$ cat config.mk
export PLATFORM = sky130hd
export DESIGN_NAME = eth_st_monitor_top
export DESIGN_NICKNAME = d
export VERILOG_FILES = /design/src/verilog/eth_mon_pkg.sv /design/src/verilog/eth_st_monitor_top.sv /design/src/verilog/st_frame_capture.sv /design/src/verilog/st_frame_checker.sv /design/src/verilog/st_frame_stats.sv /design/src/verilog/wb_mon_csr.sv
export SDC_FILE = /design/constraint.sdc
export NUM_CORES = 2
export LEC_CHECK = 0
export ABC_AREA = 0
export ABC_CLOCK_PERIOD_IN_PS = 11900
export BUFFER_PORTS_ARGS = -buffer_cell sky130_fd_sc_hd__buf_2
export CAP_MARGIN = 20
export CORE_MARGIN = 5
export CORE_UTILIZATION = 40
export CTS_CLUSTER_SIZE = 16
export DETAILED_ROUTE_END_ITERATION = 16
export HOLD_SLACK_MARGIN = 0.05
export PLACE_DENSITY = 0.55
export SETUP_SLACK_MARGIN = 0.2
export SYNTH_ARGS = -nofsm -noshare
export SYNTH_HDL_FRONTEND = slang
export SYNTH_HIERARCHICAL = 1
export SYNTH_SLANG_ARGS = --single-unit
$ cat constraint.sdc
create_clock -name clk -period 11.9 [get_ports clk]
set_input_delay 1.19 -clock clk [delete_from_list [all_inputs] [get_ports clk]]
set_output_delay 1.19 -clock clk [all_outputs]
set_load 0.03 [all_outputs]
$ cat src/verilog/eth_mon_pkg.sv
/* Widths and register map shared by the stream monitor blocks.
   Stream beats are 8 byte symbols, first byte in the top symbol. */
`default_nettype none

package eth_mon_pkg;

    // Avalon-ST tap geometry
    localparam int st_symbol_w    = 8;
    localparam int st_num_symbols = 8;
    localparam int st_data_w      = st_symbol_w * st_num_symbols;
    localparam int st_empty_w     = 3;

    // Wishbone host side
    localparam int wb_data_w = 32;
    localparam int wb_addr_w = 8;

    // Checker framing state
    typedef enum logic {
        idle,
        in_frame
    } frame_state_t;

    // Host word addresses
    typedef enum logic [wb_addr_w-1:0] {
        reg_frames     = 8'd0,
        reg_bytes      = 8'd1,
        reg_err_frames = 8'd2,
        reg_violations = 8'd3,
        reg_cap_status = 8'd4,
        reg_control    = 8'd5,
        // Buffer window, two words per beat
        cap_base       = 8'd64
    } csr_addr_t;

    // Control write bits
    localparam int ctl_clear_bit = 0;
    localparam int ctl_rearm_bit = 1;

endpackage

`default_nettype wire

$ cat src/verilog/eth_st_monitor_top.sv
/* Passive Avalon-ST Ethernet monitor with a Wishbone register port. ready is only
   observed; nothing is driven back onto the stream. */
`timescale 1ns/1ns
`default_nettype none

module eth_st_monitor_top #(
    parameter int st_error_w = 1,
    parameter int cap_beats  = 16,
    parameter int len_w      = 16
) (
    input  wire                               clk,
    input  wire                               reset,
    input  wire                               startofpacket,
    input  wire                               endofpacket,
    input  wire                               valid,
    input  wire                               ready,
    input  wire [eth_mon_pkg::st_data_w-1:0]  data,
    input  wire [eth_mon_pkg::st_empty_w-1:0] empty,
    input  wire [st_error_w-1:0]              error,
    input  wire                               wb_cyc,
    input  wire                               wb_stb,
    input  wire                               wb_we,
    input  wire [eth_mon_pkg::wb_addr_w-1:0]  wb_adr,
    input  wire [eth_mon_pkg::wb_data_w-1:0]  wb_dat_w,
    output wire [eth_mon_pkg::wb_data_w-1:0]  wb_dat_r,
    output wire                               wb_ack
);

    // Checker to capture and stats
    wire                              beat_we;
    wire [len_w-1:0]                  beat_idx;
    wire [eth_mon_pkg::st_data_w-1:0] beat_data;
    wire                              frame_start;
    wire                              frame_done;
    wire [len_w-1:0]                  frame_len;
    wire                              frame_err;
    wire                              violation;

    // Host commands
    wire                              clear_stats;
    wire                              rearm;

    // Capture read port and status
    wire [$clog2(cap_beats)-1:0]      rd_beat;
    wire [eth_mon_pkg::st_data_w-1:0] rd_data;
    wire                              cap_valid;
    wire                              cap_trunc;
    wire [len_w-1:0]                  cap_len;

    // Counters
    wire [eth_mon_pkg::wb_data_w-1:0] frames;
    wire [eth_mon_pkg::wb_data_w-1:0] bytes;
    wire [eth_mon_pkg::wb_data_w-1:0] err_frames;
    wire [eth_mon_pkg::wb_data_w-1:0] violations;

    st_frame_checker #(.st_error_w(st_error_w), .len_w(len_w)) u_checker (
        .clk(clk), .reset(reset),
        .startofpacket(startofpacket), .endofpacket(endofpacket),
        .valid(valid), .ready(ready), .data(data), .empty(empty), .error(error),
        .beat_we(beat_we), .beat_idx(beat_idx), .beat_data(beat_data),
        .frame_start(frame_start), .frame_done(frame_done),
        .frame_len(frame_len), .frame_err(frame_err), .violation(violation)
    );

    st_frame_capture #(.cap_beats(cap_beats), .len_w(len_w)) u_capture (
        .clk(clk), .reset(reset),
        .beat_we(beat_we), .beat_idx(beat_idx), .beat_data(beat_data),
        .frame_start(frame_start), .frame_done(frame_done),
        .frame_len(frame_len), .frame_err(frame_err), .rearm(rearm),
        .rd_beat(rd_beat), .rd_data(rd_data),
        .cap_valid(cap_valid), .cap_trunc(cap_trunc), .cap_len(cap_len)
    );

    st_frame_stats #(.len_w(len_w)) u_stats (
        .clk(clk), .reset(reset),
        .frame_done(frame_done), .frame_len(frame_len), .frame_err(frame_err),
        .violation(violation), .clear_stats(clear_stats),
        .frames(frames), .bytes(bytes), .err_frames(err_frames), .violations(violations)
    );

    wb_mon_csr #(.cap_beats(cap_beats), .len_w(len_w)) u_csr (
        .clk(clk), .reset(reset),
        .wb_cyc(wb_cyc), .wb_stb(wb_stb), .wb_we(wb_we),
        .wb_adr(wb_adr), .wb_dat_w(wb_dat_w),
        .frames(frames), .bytes(bytes), .err_frames(err_frames), .violations(violations),
        .cap_valid(cap_valid), .cap_trunc(cap_trunc), .cap_len(cap_len),
        .rd_data(rd_data), .wb_dat_r(wb_dat_r), .wb_ack(wb_ack),
        .clear_stats(clear_stats), .rearm(rearm), .rd_beat(rd_beat)
    );

endmodule

`default_nettype wire

$ cat src/verilog/st_frame_capture.sv
/* Holds the first good frame after arming until rearm. cap_beats must be a power of
   two up to 32; beats past the buffer are dropped and flagged as truncation. */
`timescale 1ns/1ns
`default_nettype none

module st_frame_capture #(
    parameter int  cap_beats = 16,
    parameter int  len_w     = 16,
    localparam int idx_w     = $clog2(cap_beats)
) (
    input  wire                                clk,
    input  wire                                reset,
    input  wire                                beat_we,
    input  wire [len_w-1:0]                    beat_idx,
    input  wire [eth_mon_pkg::st_data_w-1:0]   beat_data,
    input  wire                                frame_start,
    input  wire                                frame_done,
    input  wire [len_w-1:0]                    frame_len,
    input  wire                                frame_err,
    input  wire                                rearm,
    input  wire [idx_w-1:0]                    rd_beat,
    output logic [eth_mon_pkg::st_data_w-1:0]  rd_data,
    output logic                               cap_valid,
    output logic                               cap_trunc,
    output logic [len_w-1:0]                   cap_len
);

    localparam int cap_bytes = cap_beats * eth_mon_pkg::st_num_symbols;

    typedef enum logic [1:0] {
        cap_armed,
        cap_filling,
        cap_held
    } cap_state_t;

    cap_state_t state;
    logic [eth_mon_pkg::st_data_w-1:0] mem [cap_beats];

    logic owns_frame;
    logic mem_we;
    logic frame_end;

    // Frame belongs to us if it starts now or is already being filled
    assign owns_frame = (state != cap_held) && (frame_start || state == cap_filling);
    assign mem_we     = beat_we && owns_frame && (beat_idx < len_w'(cap_beats));
    assign frame_end  = owns_frame && frame_done;
    assign cap_valid  = (state == cap_held);
    assign rd_data    = mem[rd_beat];

    always_ff @(posedge clk) begin
        if (mem_we) begin
            mem[beat_idx[idx_w-1:0]] <= beat_data;
        end
    end

    always_ff @(posedge clk or posedge reset) begin
        if (reset) begin
            state     <= cap_armed;
            cap_trunc <= 1'b0;
            cap_len   <= '0;
        end else if (rearm) begin
            state     <= cap_armed;
            cap_trunc <= 1'b0;
            cap_len   <= '0;
        end else if (frame_end) begin
            if (frame_err) begin
                // Errored frame, wait for the next one
                state <= cap_armed;
            end else begin
                state     <= cap_held;
                cap_len   <= frame_len;
                cap_trunc <= frame_len > len_w'(cap_bytes);
            end
        end else if (frame_start && state != cap_held) begin
            // Also restarts after a dropped frame
            state <= cap_filling;
        end
    end

    // Buffer stays frozen while held and not rearmed
    a_frozen: assert property (@(posedge clk) disable iff (reset)
        cap_valid && !rearm |=> !mem_we);

    // Capture only completes on a clean frame end
    a_good_end: assert property (@(posedge clk) disable iff (reset)
        $rose(cap_valid) |-> $past(frame_done && !frame_err));

endmodule

`default_nettype wire

$ cat src/verilog/st_frame_checker.sv
/* Passive framing checker; a beat counts only with valid and ready high.
   Lengths wrap at len_w bits, and a dropped frame gives no frame_done. */
`timescale 1ns/1ns
`default_nettype none

module st_frame_checker #(
    parameter int st_error_w = 1,
    parameter int len_w      = 16
) (
    input  wire                                clk,
    input  wire                                reset,
    input  wire                                startofpacket,
    input  wire                                endofpacket,
    input  wire                                valid,
    input  wire                                ready,
    input  wire [eth_mon_pkg::st_data_w-1:0]   data,
    input  wire [eth_mon_pkg::st_empty_w-1:0]  empty,
    input  wire [st_error_w-1:0]               error,
    output logic                               beat_we,
    output logic [len_w-1:0]                   beat_idx,
    output logic [eth_mon_pkg::st_data_w-1:0]  beat_data,
    output logic                               frame_start,
    output logic                               frame_done,
    output logic [len_w-1:0]                   frame_len,
    output logic                               frame_err,
    output logic                               violation
);

    eth_mon_pkg::frame_state_t state;
    logic [len_w-1:0] beat_cnt;
    logic [len_w-1:0] len_acc;
    logic             err_acc;

    logic             accept;
    logic             beat_err;
    logic             mid_empty;
    logic [len_w-1:0] beat_bytes;

    assign accept    = valid && ready;
    assign beat_err  = |error;
    // Empty only means something on the last beat
    assign mid_empty = !endofpacket && (empty != '0);
    assign beat_bytes = endofpacket ?
        len_w'(eth_mon_pkg::st_num_symbols) - len_w'(empty) :
        len_w'(eth_mon_pkg::st_num_symbols);

    // Beat payload follows the tap by one cycle
    always_ff @(posedge clk) begin
        beat_data <= data;
    end

    always_ff @(posedge clk or posedge reset) begin
        if (reset) begin
            state       <= eth_mon_pkg::idle;
            beat_cnt    <= '0;
            len_acc     <= '0;
            err_acc     <= 1'b0;
            beat_we     <= 1'b0;
            beat_idx    <= '0;
            frame_start <= 1'b0;
            frame_done  <= 1'b0;
            frame_len   <= '0;
            frame_err   <= 1'b0;
            violation   <= 1'b0;
        end else begin
            // Pulses default low
            beat_we     <= 1'b0;
            frame_start <= 1'b0;
            frame_done  <= 1'b0;
            violation   <= 1'b0;
            if (accept) begin
                if (startofpacket) begin
                    // Start inside a frame drops the old one silently
                    violation   <= (state == eth_mon_pkg::in_frame) || mid_empty;
                    beat_we     <= 1'b1;
                    beat_idx    <= '0;
                    frame_start <= 1'b1;
                    beat_cnt    <= len_w'(1);
                    len_acc     <= beat_bytes;
                    err_acc     <= beat_err;
                    if (endofpacket) begin
                        // One-beat frame
                        frame_done <= 1'b1;
                        frame_len  <= beat_bytes;
                        frame_err  <= beat_err;
                        state      <= eth_mon_pkg::idle;
                    end else begin
                        state <= eth_mon_pkg::in_frame;
                    end
                end else if (state == eth_mon_pkg::idle) begin
                    // Orphan beat, flagged and ignored
                    violation <= 1'b1;
                end else begin
                    violation <= mid_empty;
                    beat_we   <= 1'b1;
                    beat_idx  <= beat_cnt;
                    beat_cnt  <= beat_cnt + 1'b1;
                    len_acc   <= len_acc + beat_bytes;
                    err_acc   <= err_acc | beat_err;
                    if (endofpacket) begin
                        frame_done <= 1'b1;
                        frame_len  <= len_acc + beat_bytes;
                        frame_err  <= err_acc | beat_err;
                        state      <= eth_mon_pkg::idle;
                    end
                end
            end
        end
    end

    // Orphan beats give a violation only, never a frame or a buffer write
    a_orphan: assert property (@(posedge clk) disable iff (reset)
        accept && !startofpacket && state == eth_mon_pkg::idle
        |=> violation && !frame_done && !beat_we);

    // Every buffer write comes from a beat that belonged to a frame
    a_beat_src: assert property (@(posedge clk) disable iff (reset)
        beat_we |-> $past(accept && (startofpacket || state == eth_mon_pkg::in_frame)));

endmodule

`default_nettype wire

$ cat src/verilog/st_frame_stats.sv
/* Saturating 32-bit event counters; clear_stats wins over a same-cycle event */
`timescale 1ns/1ns
`default_nettype none

module st_frame_stats #(
    parameter int len_w = 16
) (
    input  wire                               clk,
    input  wire                               reset,
    input  wire                               frame_done,
    input  wire [len_w-1:0]                   frame_len,
    input  wire                               frame_err,
    input  wire                               violation,
    input  wire                               clear_stats,
    output logic [eth_mon_pkg::wb_data_w-1:0] frames,
    output logic [eth_mon_pkg::wb_data_w-1:0] bytes,
    output logic [eth_mon_pkg::wb_data_w-1:0] err_frames,
    output logic [eth_mon_pkg::wb_data_w-1:0] violations
);

    localparam int cw = eth_mon_pkg::wb_data_w;

    // Extra bit catches the byte counter overflow
    logic [cw:0] bytes_sum;

    assign bytes_sum = {1'b0, bytes} + (cw + 1)'(frame_len);

    function automatic logic [cw-1:0] sat_inc(input logic [cw-1:0] cnt);
        return (cnt == '1) ? cnt : cnt + 1'b1;
    endfunction

    always_ff @(posedge clk or posedge reset) begin
        if (reset) begin
            frames     <= '0;
            bytes      <= '0;
            err_frames <= '0;
            violations <= '0;
        end else if (clear_stats) begin
            frames     <= '0;
            bytes      <= '0;
            err_frames <= '0;
            violations <= '0;
        end else begin
            if (frame_done) begin
                frames <= sat_inc(frames);
                bytes  <= bytes_sum[cw] ? '1 : bytes_sum[cw-1:0];
                if (frame_err) begin
                    err_frames <= sat_inc(err_frames);
                end
            end
            // Violations are independent of frame completion
            if (violation) begin
                violations <= sat_inc(violations);
            end
        end
    end

endmodule

`default_nettype wire

$ cat src/verilog/wb_mon_csr.sv
/* Wishbone classic slave, ack one clock after stb, read data valid with ack.
   Control register reads zero; unmapped words read zero. */
`timescale 1ns/1ns
`default_nettype none

module wb_mon_csr #(
    parameter int  cap_beats = 16,
    parameter int  len_w     = 16,
    localparam int idx_w     = $clog2(cap_beats)
) (
    input  wire                               clk,
    input  wire                               reset,
    input  wire                               wb_cyc,
    input  wire                               wb_stb,
    input  wire                               wb_we,
    input  wire [eth_mon_pkg::wb_addr_w-1:0]  wb_adr,
    input  wire [eth_mon_pkg::wb_data_w-1:0]  wb_dat_w,
    input  wire [eth_mon_pkg::wb_data_w-1:0]  frames,
    input  wire [eth_mon_pkg::wb_data_w-1:0]  bytes,
    input  wire [eth_mon_pkg::wb_data_w-1:0]  err_frames,
    input  wire [eth_mon_pkg::wb_data_w-1:0]  violations,
    input  wire                               cap_valid,
    input  wire                               cap_trunc,
    input  wire [len_w-1:0]                   cap_len,
    input  wire [eth_mon_pkg::st_data_w-1:0]  rd_data,
    output logic [eth_mon_pkg::wb_data_w-1:0] wb_dat_r,
    output logic                              wb_ack,
    output logic                              clear_stats,
    output logic                              rearm,
    output logic [idx_w-1:0]                  rd_beat
);

    logic                              access;
    logic                              ctl_write;
    logic                              in_window;
    logic [eth_mon_pkg::wb_addr_w-1:0] win_off;
    logic [eth_mon_pkg::wb_data_w-1:0] status;
    logic [eth_mon_pkg::wb_data_w-1:0] rd_word;

    // New cycle only when ack is not already up
    assign access    = wb_cyc && wb_stb && !wb_ack;
    assign ctl_write = access && wb_we && (wb_adr == eth_mon_pkg::reg_control);

    // Two words per beat, upper half first
    assign win_off   = wb_adr - eth_mon_pkg::cap_base;
    assign in_window = (wb_adr >= eth_mon_pkg::cap_base) && (win_off < 8'(2 * cap_beats));
    assign rd_beat   = win_off[idx_w:1];

    always_comb begin
        status        = '0;
        status[31]    = cap_valid;
        status[30]    = cap_trunc;
        status[15:0]  = 16'(cap_len);
    end

    always_comb begin
        rd_word = '0;
        case (wb_adr)
            eth_mon_pkg::reg_frames:     rd_word = frames;
            eth_mon_pkg::reg_bytes:      rd_word = bytes;
            eth_mon_pkg::reg_err_frames: rd_word = err_frames;
            eth_mon_pkg::reg_violations: rd_word = violations;
            eth_mon_pkg::reg_cap_status: rd_word = status;
            default: begin
                if (in_window) begin
                    rd_word = win_off[0] ? rd_data[31:0] : rd_data[63:32];
                end
            end
        endcase
    end

    // Read data sampled together with ack
    always_ff @(posedge clk) begin
        if (access) begin
            wb_dat_r <= rd_word;
        end
    end

    always_ff @(posedge clk or posedge reset) begin
        if (reset) begin
            wb_ack      <= 1'b0;
            clear_stats <= 1'b0;
            rearm       <= 1'b0;
        end else begin
            wb_ack      <= access;
            clear_stats <= ctl_write && wb_dat_w[eth_mon_pkg::ctl_clear_bit];
            rearm       <= ctl_write && wb_dat_w[eth_mon_pkg::ctl_rearm_bit];
        end
    end

    // One ack per access
    a_ack_single: assert property (@(posedge clk) disable iff (reset)
        wb_ack |=> !wb_ack);

endmodule

`default_nettype wire
* Yosys cells after proc, flatten, opt, wreduce, memory -nomap -nowiden
Memory sizes are Yosys's and may differ from the RTL's.
Cells that the tools add are included.
** Storage, ports and cells
- Bits in writable memories :: 1024
- Input port bits :: 117
- Word-level logic and storage cells :: 144
- Memories kept :: 1
- ROM bits :: 0
- Bits in registers :: 317
- Bits in latches :: 0
- Output and inout bits :: 33
** Operators by class
- Bitwise logic cells :: 1
- Div/mod/pow operators :: 0
- Eq/ne operators :: 15
- Reduce and logical (&&, ||, !) cells :: 32
- Mux-type cells :: 60
- Shifts and indexed selects :: 0
- $add $sub $neg :: 8
- Multiply operators :: 0
- $lt $le $gt $ge :: 4
** Memory list
- u_capture.mem :: depth 16, bits a word 64, read ports 1, clocked after memory_dff 0, wr ports 1, line st_frame_capture.sv:37 : logic [eth_mon_pkg::st_data_w-1:0] mem [cap_beats];
** Operators by type and width (count)
- 32-bit 2-to-1 mux :: 15
- 16-bit 2-to-1 mux :: 14
- 32-bit one-hot mux with 5 select lines :: 1
- 32-bit by 1-bit adder with 32-bit output, second input constant :: 3
- 32-bit equality test, second input constant :: 3
- 32-bit by 16-bit adder with 33-bit output :: 1
- 1-bit 2-to-1 mux :: 26
- 16-bit by 1-bit adder with 16-bit output, second input constant :: 1
- 16-bit adder :: 1
- 8-bit by 2-bit equality test with 1-bit output, second input constant :: 2
- 8-bit by 3-bit equality test with 1-bit output, second input constant :: 2
- 16-bit by 8-bit greater-than comparator with 1-bit output, second input constant :: 1
- 16-bit by 5-bit less-than comparator with 1-bit output, second input constant :: 1
- 1-bit logical AND :: 14
- 2-bit nonzero test :: 5
- 8-bit by 1-bit equality test with 1-bit output, second input constant :: 1
- 8-bit by 7-bit greater-or-equal comparator with 1-bit output, second input constant :: 1
- 8-bit logical NOT :: 1
- 8-bit by 6-bit less-than comparator with 1-bit output, second input constant :: 1
- 2-bit 2-to-1 mux :: 4
- 2-bit by 1-bit inequality test with 1-bit output, second input constant :: 4
- 2-bit AND reduction :: 4
- 8-bit by 7-bit subtractor with 8-bit output, second input constant :: 1
- 3-bit AND reduction :: 2
- other kinds (8) :: 11

* Logic depth before layout (Yosys ltp)
- Word-level depth :: 7
- Gate-level depth with buffers :: 11
- Mapped depth without buffers :: 10

* Modules after synthesis
The synthesis kept the hierarchy.
** By module, submodules not included
- st_frame_capture :: sequential area each 31224.9 um^2, times used 1, cells an instance 1650, area each 39100.0 um^2
- st_frame_stats :: sequential area each 3203.1 um^2, times used 1, cells an instance 782, area each 7292.0 um^2
- st_frame_checker :: sequential area each 3057.9 um^2, times used 1, cells an instance 428, area each 4774.6 um^2
- wb_mon_csr :: sequential area each 1036.0 um^2, times used 1, cells an instance 269, area each 3014.1 um^2

* Worst setup path before layout
Ideal clock, no wire load.
- Kind :: register -> register
- Start :: reg u_checker.beat_idx[6]
- End :: mem u_capture/mem[12][0] (netlist bit), enable pin
- Period minus slack after synthesis :: 8193 ps
- Library setup time :: 644 ps
- Data required time :: 11256 ps
- Buffers on the path :: 1
- Cell stages (with the launch flop) :: 6
- Data arrival time :: 7549 ps
- Path slack :: 3707 ps
- Cells stage by stage :: dfrtp_1 > or4_4 > nor4_4 > nand4b_4 > buf_6 > nor4_1
** On the way
- Longest elaborated chain between the ends :: 4
** Ends and longest elaborated chain
- from (decl) :: line st_frame_checker.sv:20 : output logic [len_w-1:0] beat_idx,
- from (signal assigned) :: line st_frame_checker.sv:96 : beat_idx <= beat_cnt;
- 16-bit by 5-bit less-than comparator with 1-bit output :: line st_frame_capture.sv:45 : assign mem_we = beat_we && owns_frame && (beat_idx < len_w'(cap_beats));
- 1-bit logical AND :: line st_frame_capture.sv:45
- 1-bit 2-to-1 mux :: line st_frame_capture.sv:51 : if (mem_we) begin
- 1-bit 2-to-1 mux (not written as such) :: line st_frame_capture.sv:52 : mem[beat_idx[idx_w-1:0]] <= beat_data;
- to (decl) :: line st_frame_capture.sv:37
Every way passes these cells.

* Worst setup path in the final report
- Start :: in wb_adr[1] (netlist bit)
- End :: reg u_csr/wb_dat_r[2] (netlist bit) (data pin)
** On the way
- Longest elaborated chain between the ends :: 5
- Elaborated cells between the ends (all ways) :: 13
- Classes of those cells :: add/sub (1); order compare (2); eq/ne (4); mux (3); reduce/logical (2); memory (1)
** Ends and longest elaborated chain
- from (decl) :: line eth_st_monitor_top.sv:23 : input wire [eth_mon_pkg::wb_addr_w-1:0] wb_adr,
- 8-bit by 7-bit subtractor with 8-bit output :: line wb_mon_csr.sv:45 : assign win_off = wb_adr - eth_mon_pkg::cap_base;
- memory 16 x 64 bit
- named net rd_data, one bit :: line eth_st_monitor_top.sv:45 : wire [eth_mon_pkg::st_data_w-1:0] rd_data;
- 32-bit 2-to-1 mux :: line wb_mon_csr.sv:66 : rd_word = win_off[0] ? rd_data[31:0] : rd_data[63:32];
- 32-bit 2-to-1 mux :: line wb_mon_csr.sv:65 : if (in_window) begin
- 32-bit one-hot mux with 5 select lines :: line wb_mon_csr.sv:58 : case (wb_adr)
- named net u_csr.rd_word, one bit :: line wb_mon_csr.sv:38 : logic [eth_mon_pkg::wb_data_w-1:0] rd_word;
- to (signal assigned) :: line wb_mon_csr.sv:75 : wb_dat_r <= rd_word;
- to (decl) :: line wb_mon_csr.sv:26 : output logic [eth_mon_pkg::wb_data_w-1:0] wb_dat_r,
The timed path passes the listed nets, and every way through them passes these cells.
A chain may end at the register's enable or synchronous reset.

==> impl_summary.log <==
INFO  metric outcome = finished, final reports clean
INFO  metric ctsHoldBuffers = 0
INFO  metric cp_data_arrival_time = 5480 ps
INFO  metric post_synth_instance_area = 54200 µm²
INFO  metric synth_edf_count = 1056
INFO  metric num_rows = 135
INFO  metric ffs_latches_synth = approximately 1300
INFO  metric die-height = 378 µm
INFO  metric dp_cells = 4915
INFO  metric antenna_violations_before_repair = 13
INFO  metric path_max_fanout = 83
INFO  metric irDropWorstVdd = approximately 0.14 mV
INFO  metric topRoutingLayerUsed = met4
INFO  metric final_hold_viol_count = 0
INFO  metric power.clock.fraction = 40.1%
INFO  metric kind_of_critical_path = primary input to register
INFO  metric seq_power_share = 50.8%
INFO  metric setup_viol_count_final = 0
INFO  metric synth.net_count = around 3300
INFO  metric drt_pass1_iterations = 5
INFO  metric dpl_worst_slack = about 6000 ps
INFO  metric slew_viol_final = 0
INFO  metric layout_worst_path_cycle_share = a little over two fifths
INFO  metric grtUsageTotal = 19.3%
INFO  metric power_per_cell_area = 173 nW/µm²
INFO  metric numPortBuffers = 119
INFO  metric detail_route.wl_per_cell = 26.7 µm
INFO  metric dp_hpwl = 78.6 mm
INFO  metric cts.clk_slew.worst_paths = approximately 60 ps
INFO  metric yosysWarnings = 6
INFO  metric remaining_drc_errors = 0
INFO  metric insertion_delay = 770 ps
INFO  metric finalNonFillerCells = 5180
INFO  metric grt_first_pass_wirelength = 202 mm
INFO  metric synthArstFlopShare = 16.5%
INFO  metric finalPower = 10.6 mW
INFO  metric root_driver = sky130_fd_sc_hd__clkbuf_16
INFO  metric r2r-end = u_capture/mem[14][18]
INFO  metric drv.max_cap_violation_count = 0
INFO  metric grt_start_max_net_pins = a little over 100
INFO  metric vias = a little under 30000
INFO  metric tmin_final = 4980 ps
INFO  metric routed_wirelength = 138 mm
INFO  metric syn_area_per_cell = approximately 17 µm²
INFO  metric floorplan.core_area = 135000 µm²
INFO  metric synthDistinctLibCells = 99
INFO  metric power.switching = 2.55 mW
INFO  metric clock_tree_from_tritoncts = yes
INFO  metric grt_setup_unrepaired = false
INFO  metric final_setup_slack_of_the_worst_path = about 7000 ps
INFO  metric synth-main-ff-cell = sky130_fd_sc_hd__edfxtp_1
INFO  metric finalNetCount = 3426
INFO  metric flow.area_growth_from_synthesis = 13.3%
INFO  metric detail_routed_via_count_per_cell = ~5.7
INFO  metric rrSetupSlack = 8160 ps
INFO  metric met2_wirelength = roughly 65 mm
INFO  metric worst_slew_pin_slew = about 970 ps
INFO  metric grt_remaining_overflow = 0
INFO  metric crit-reg2reg-launch = u_checker/beat_idx[6]
INFO  metric combinationalPowerShare = 9.1%
INFO  metric routed-wl-met3 = 9.88 mm
INFO  metric yosysSeqAreaShare = between 70% and 80%
INFO  metric layout.filler_cells = between 10000 and 15000
INFO  metric postRouteAntennaNets = 0
INFO  metric finalSetupTns = 0 ps
INFO  metric swShare = between 20% and 30%
INFO  metric synth_cells = 3129
INFO  metric initial_core_util = 40.1%
INFO  metric fraction_of_layout_cells_with_a_size_suffix_above_1 = between 20 and 25%
INFO  metric fmaxAchievable = 201 MHz
INFO  metric intPower = 8.06 mW
INFO  metric detail_route.iter0.violations = 2466
INFO  metric fin_skew = 39.2 ps
INFO  metric num_cts_buffers = 142
INFO  metric setup.worst_path.end_class = register
INFO  metric post-cts-setup-buffers = 0
INFO  metric floorplan.io_pins = 150
INFO  metric timing.critical_path.from_type = primary input
INFO  metric dieArea = 143000 µm²
INFO  metric finalWeightedCongestion = 0.842
INFO  metric grt_pass1_vias = approximately 30000
INFO  metric htree_levels = 4
INFO  metric worst_slew_margin_rel = roughly a third
INFO  metric chipWidth = 378 µm
INFO  metric hold_path_class = primary input to asynchronous set/reset pin
INFO  metric wirelength_met1 = about 59 mm
INFO  metric worst_r2r_path_depth = 6
INFO  metric clock-sinks = 1341
INFO  metric cts_repair_resize_count = 0
INFO  metric clockBufferDepth = 3
INFO  metric required = 12400 ps
INFO  metric p_leak = 21.2 nW
cell families after synthesis:
kind of cell,synth area share (%)
fa+ha+maj,0.674
compound gates,5.68
mux,12.4
flops,71.1
simple gates,6.56
buf+inv,1.70
xor+xnor,1.86
power by group through the flow:
stage / clock network, mW / logic, mW / registers [mW]
5_1_grt: 4.56 / 1.05 / 5.42
2_1_floorplan: 0 / 0.692 / 5.43
4_1_cts: 4.35 / 0.960 / 5.39
6_report: 4.25 / 0.962 / 5.39
3_5_place_dp: 0 / 0.954 / 5.49
3_3_place_gp: 0 / 0.940 / 5.48
cells in the final DEF, fill, tap and decap left out, drive strengths merged, types with 32 or more instances in the layout:
cell type  instances
nand4             58
xnor2             48
a22oi            134
clkbuf           203
nand3             77
clkinv            46
o21ai             67
nor2             170
dfrtp            221
xor2              67
buf              181
nand2            195
a21oi             48
mux4             256
mux2              58
nor4              32
edfxtp          1056
dfxtp             64
and3              33
inv               38
how the worst max path moves through the flow:
stage,startpoint,to,slack (ps),depth (start not counted)
floorplan,u_checker/beat_idx[6],u_capture/mem[12][0],3710,5
global route,wb_adr[1],u_csr/wb_dat_r[2],6650,9
CTS,wb_adr[1],u_csr/wb_dat_r[2],6940,9
global placement,wb_adr[1],u_csr/wb_dat_r[2],6080,9
finish,wb_adr[1],u_csr/wb_dat_r[2],6920,9
detailed placement,wb_adr[1],u_csr/wb_dat_r[2],6110,9
sequential cells by signal, summed over array words and instances, names as in the netlist, 32 cells and up:
name                 cells
u_capture/mem         1024
u_checker/beat_data     64
u_csr/wb_dat_r          32
u_stats/bytes           32
u_stats/err_frames      32
u_stats/frames          32
u_stats/violations      32
critical path, cell delays in order:
cell                      delay [ps]
sky130_fd_sc_hd__buf_8           540
sky130_fd_sc_hd__buf_4           800
sky130_fd_sc_hd__buf_4           790
sky130_fd_sc_hd__mux4_2          590
sky130_fd_sc_hd__a22oi_1         290
sky130_fd_sc_hd__nand2_1         110
sky130_fd_sc_hd__mux2_2          370
sky130_fd_sc_hd__a32o_1          300
sky130_fd_sc_hd__a221o_2         310
stage by stage:
| stage | area [µm²] | utilization (%) | hold WS (ps) |
|---|---|---|---|
| 2_1_floorplan | 54200 | - | 451 |
| 3_3_place_gp | 56800 | 42.1 | 466 |
| 3_5_place_dp | 56800 | 42.1 | 486 |
| 4_1_cts | 61300 | 45.4 | 336 |
| 5_1_grt | 61400 | 45.5 | 364 |
| 6_report | 61400 | 45.5 | 401 |
area by class of cell:
class | count | area, µm² | share of cell area, %
Antenna cell | 2 | 5.00 | 0.00815
Clock buffer | 203 | 3910 | 6.36
Clock inverter | 57 | 594 | 0.968
Inverter | 34 | 130 | 0.212
Multi-Input combinational cell | 1581 | 14900 | 24.2
Sequential cell | 1341 | 38500 | 62.7
Tap cell | 1781 | 2230 | 3.63
Timing Repair Buffer | 181 | 1130 | 1.85
cell usage after synthesis (14+ instances only):
cell type,instances,area [µm²]
sky130_fd_sc_hd__clkbuf_1,79,297
sky130_fd_sc_hd__buf_2,53,265
sky130_fd_sc_hd__ha_1,26,325
sky130_fd_sc_hd__dfrtp_1,221,5530
sky130_fd_sc_hd__or3_1,16,100
sky130_fd_sc_hd__buf_1,23,86.3
sky130_fd_sc_hd__a32o_1,14,140
sky130_fd_sc_hd__and4_1,15,131
sky130_fd_sc_hd__mux2_2,58,653
sky130_fd_sc_hd__nor2_1,169,634
sky130_fd_sc_hd__a21o_1,14,105
sky130_fd_sc_hd__nor3_1,20,100
sky130_fd_sc_hd__inv_1,32,120
sky130_fd_sc_hd__nand2_1,195,732
sky130_fd_sc_hd__nor4_1,20,125
sky130_fd_sc_hd__mux4_2,256,5770
sky130_fd_sc_hd__nand4_1,54,338
sky130_fd_sc_hd__xnor2_1,48,420
sky130_fd_sc_hd__dfxtp_1,64,1280
sky130_fd_sc_hd__edfxtp_1,1056,31700
sky130_fd_sc_hd__a22o_1,23,201
sky130_fd_sc_hd__a32oi_1,14,123
sky130_fd_sc_hd__and3_1,30,188
sky130_fd_sc_hd__nand3_1,75,375
sky130_fd_sc_hd__o21ai_0,61,305
sky130_fd_sc_hd__a22oi_1,134,1010
sky130_fd_sc_hd__xor2_1,67,587
sky130_fd_sc_hd__mux2i_1,31,310
sky130_fd_sc_hd__a21oi_1,46,230
per-layer routing:
| metal | global-route usage [%] | vias up |
|---|---|---|
| met5 | 0 | - |
| met4 | 6.82 | 0 |
| met3 | 4.36 | 201 |
| met2 | 30.3 | 973 |
| met1 | 26.8 | 15600 |
| li1 | - | 12800 |
(Power assumes the default switching activity.)
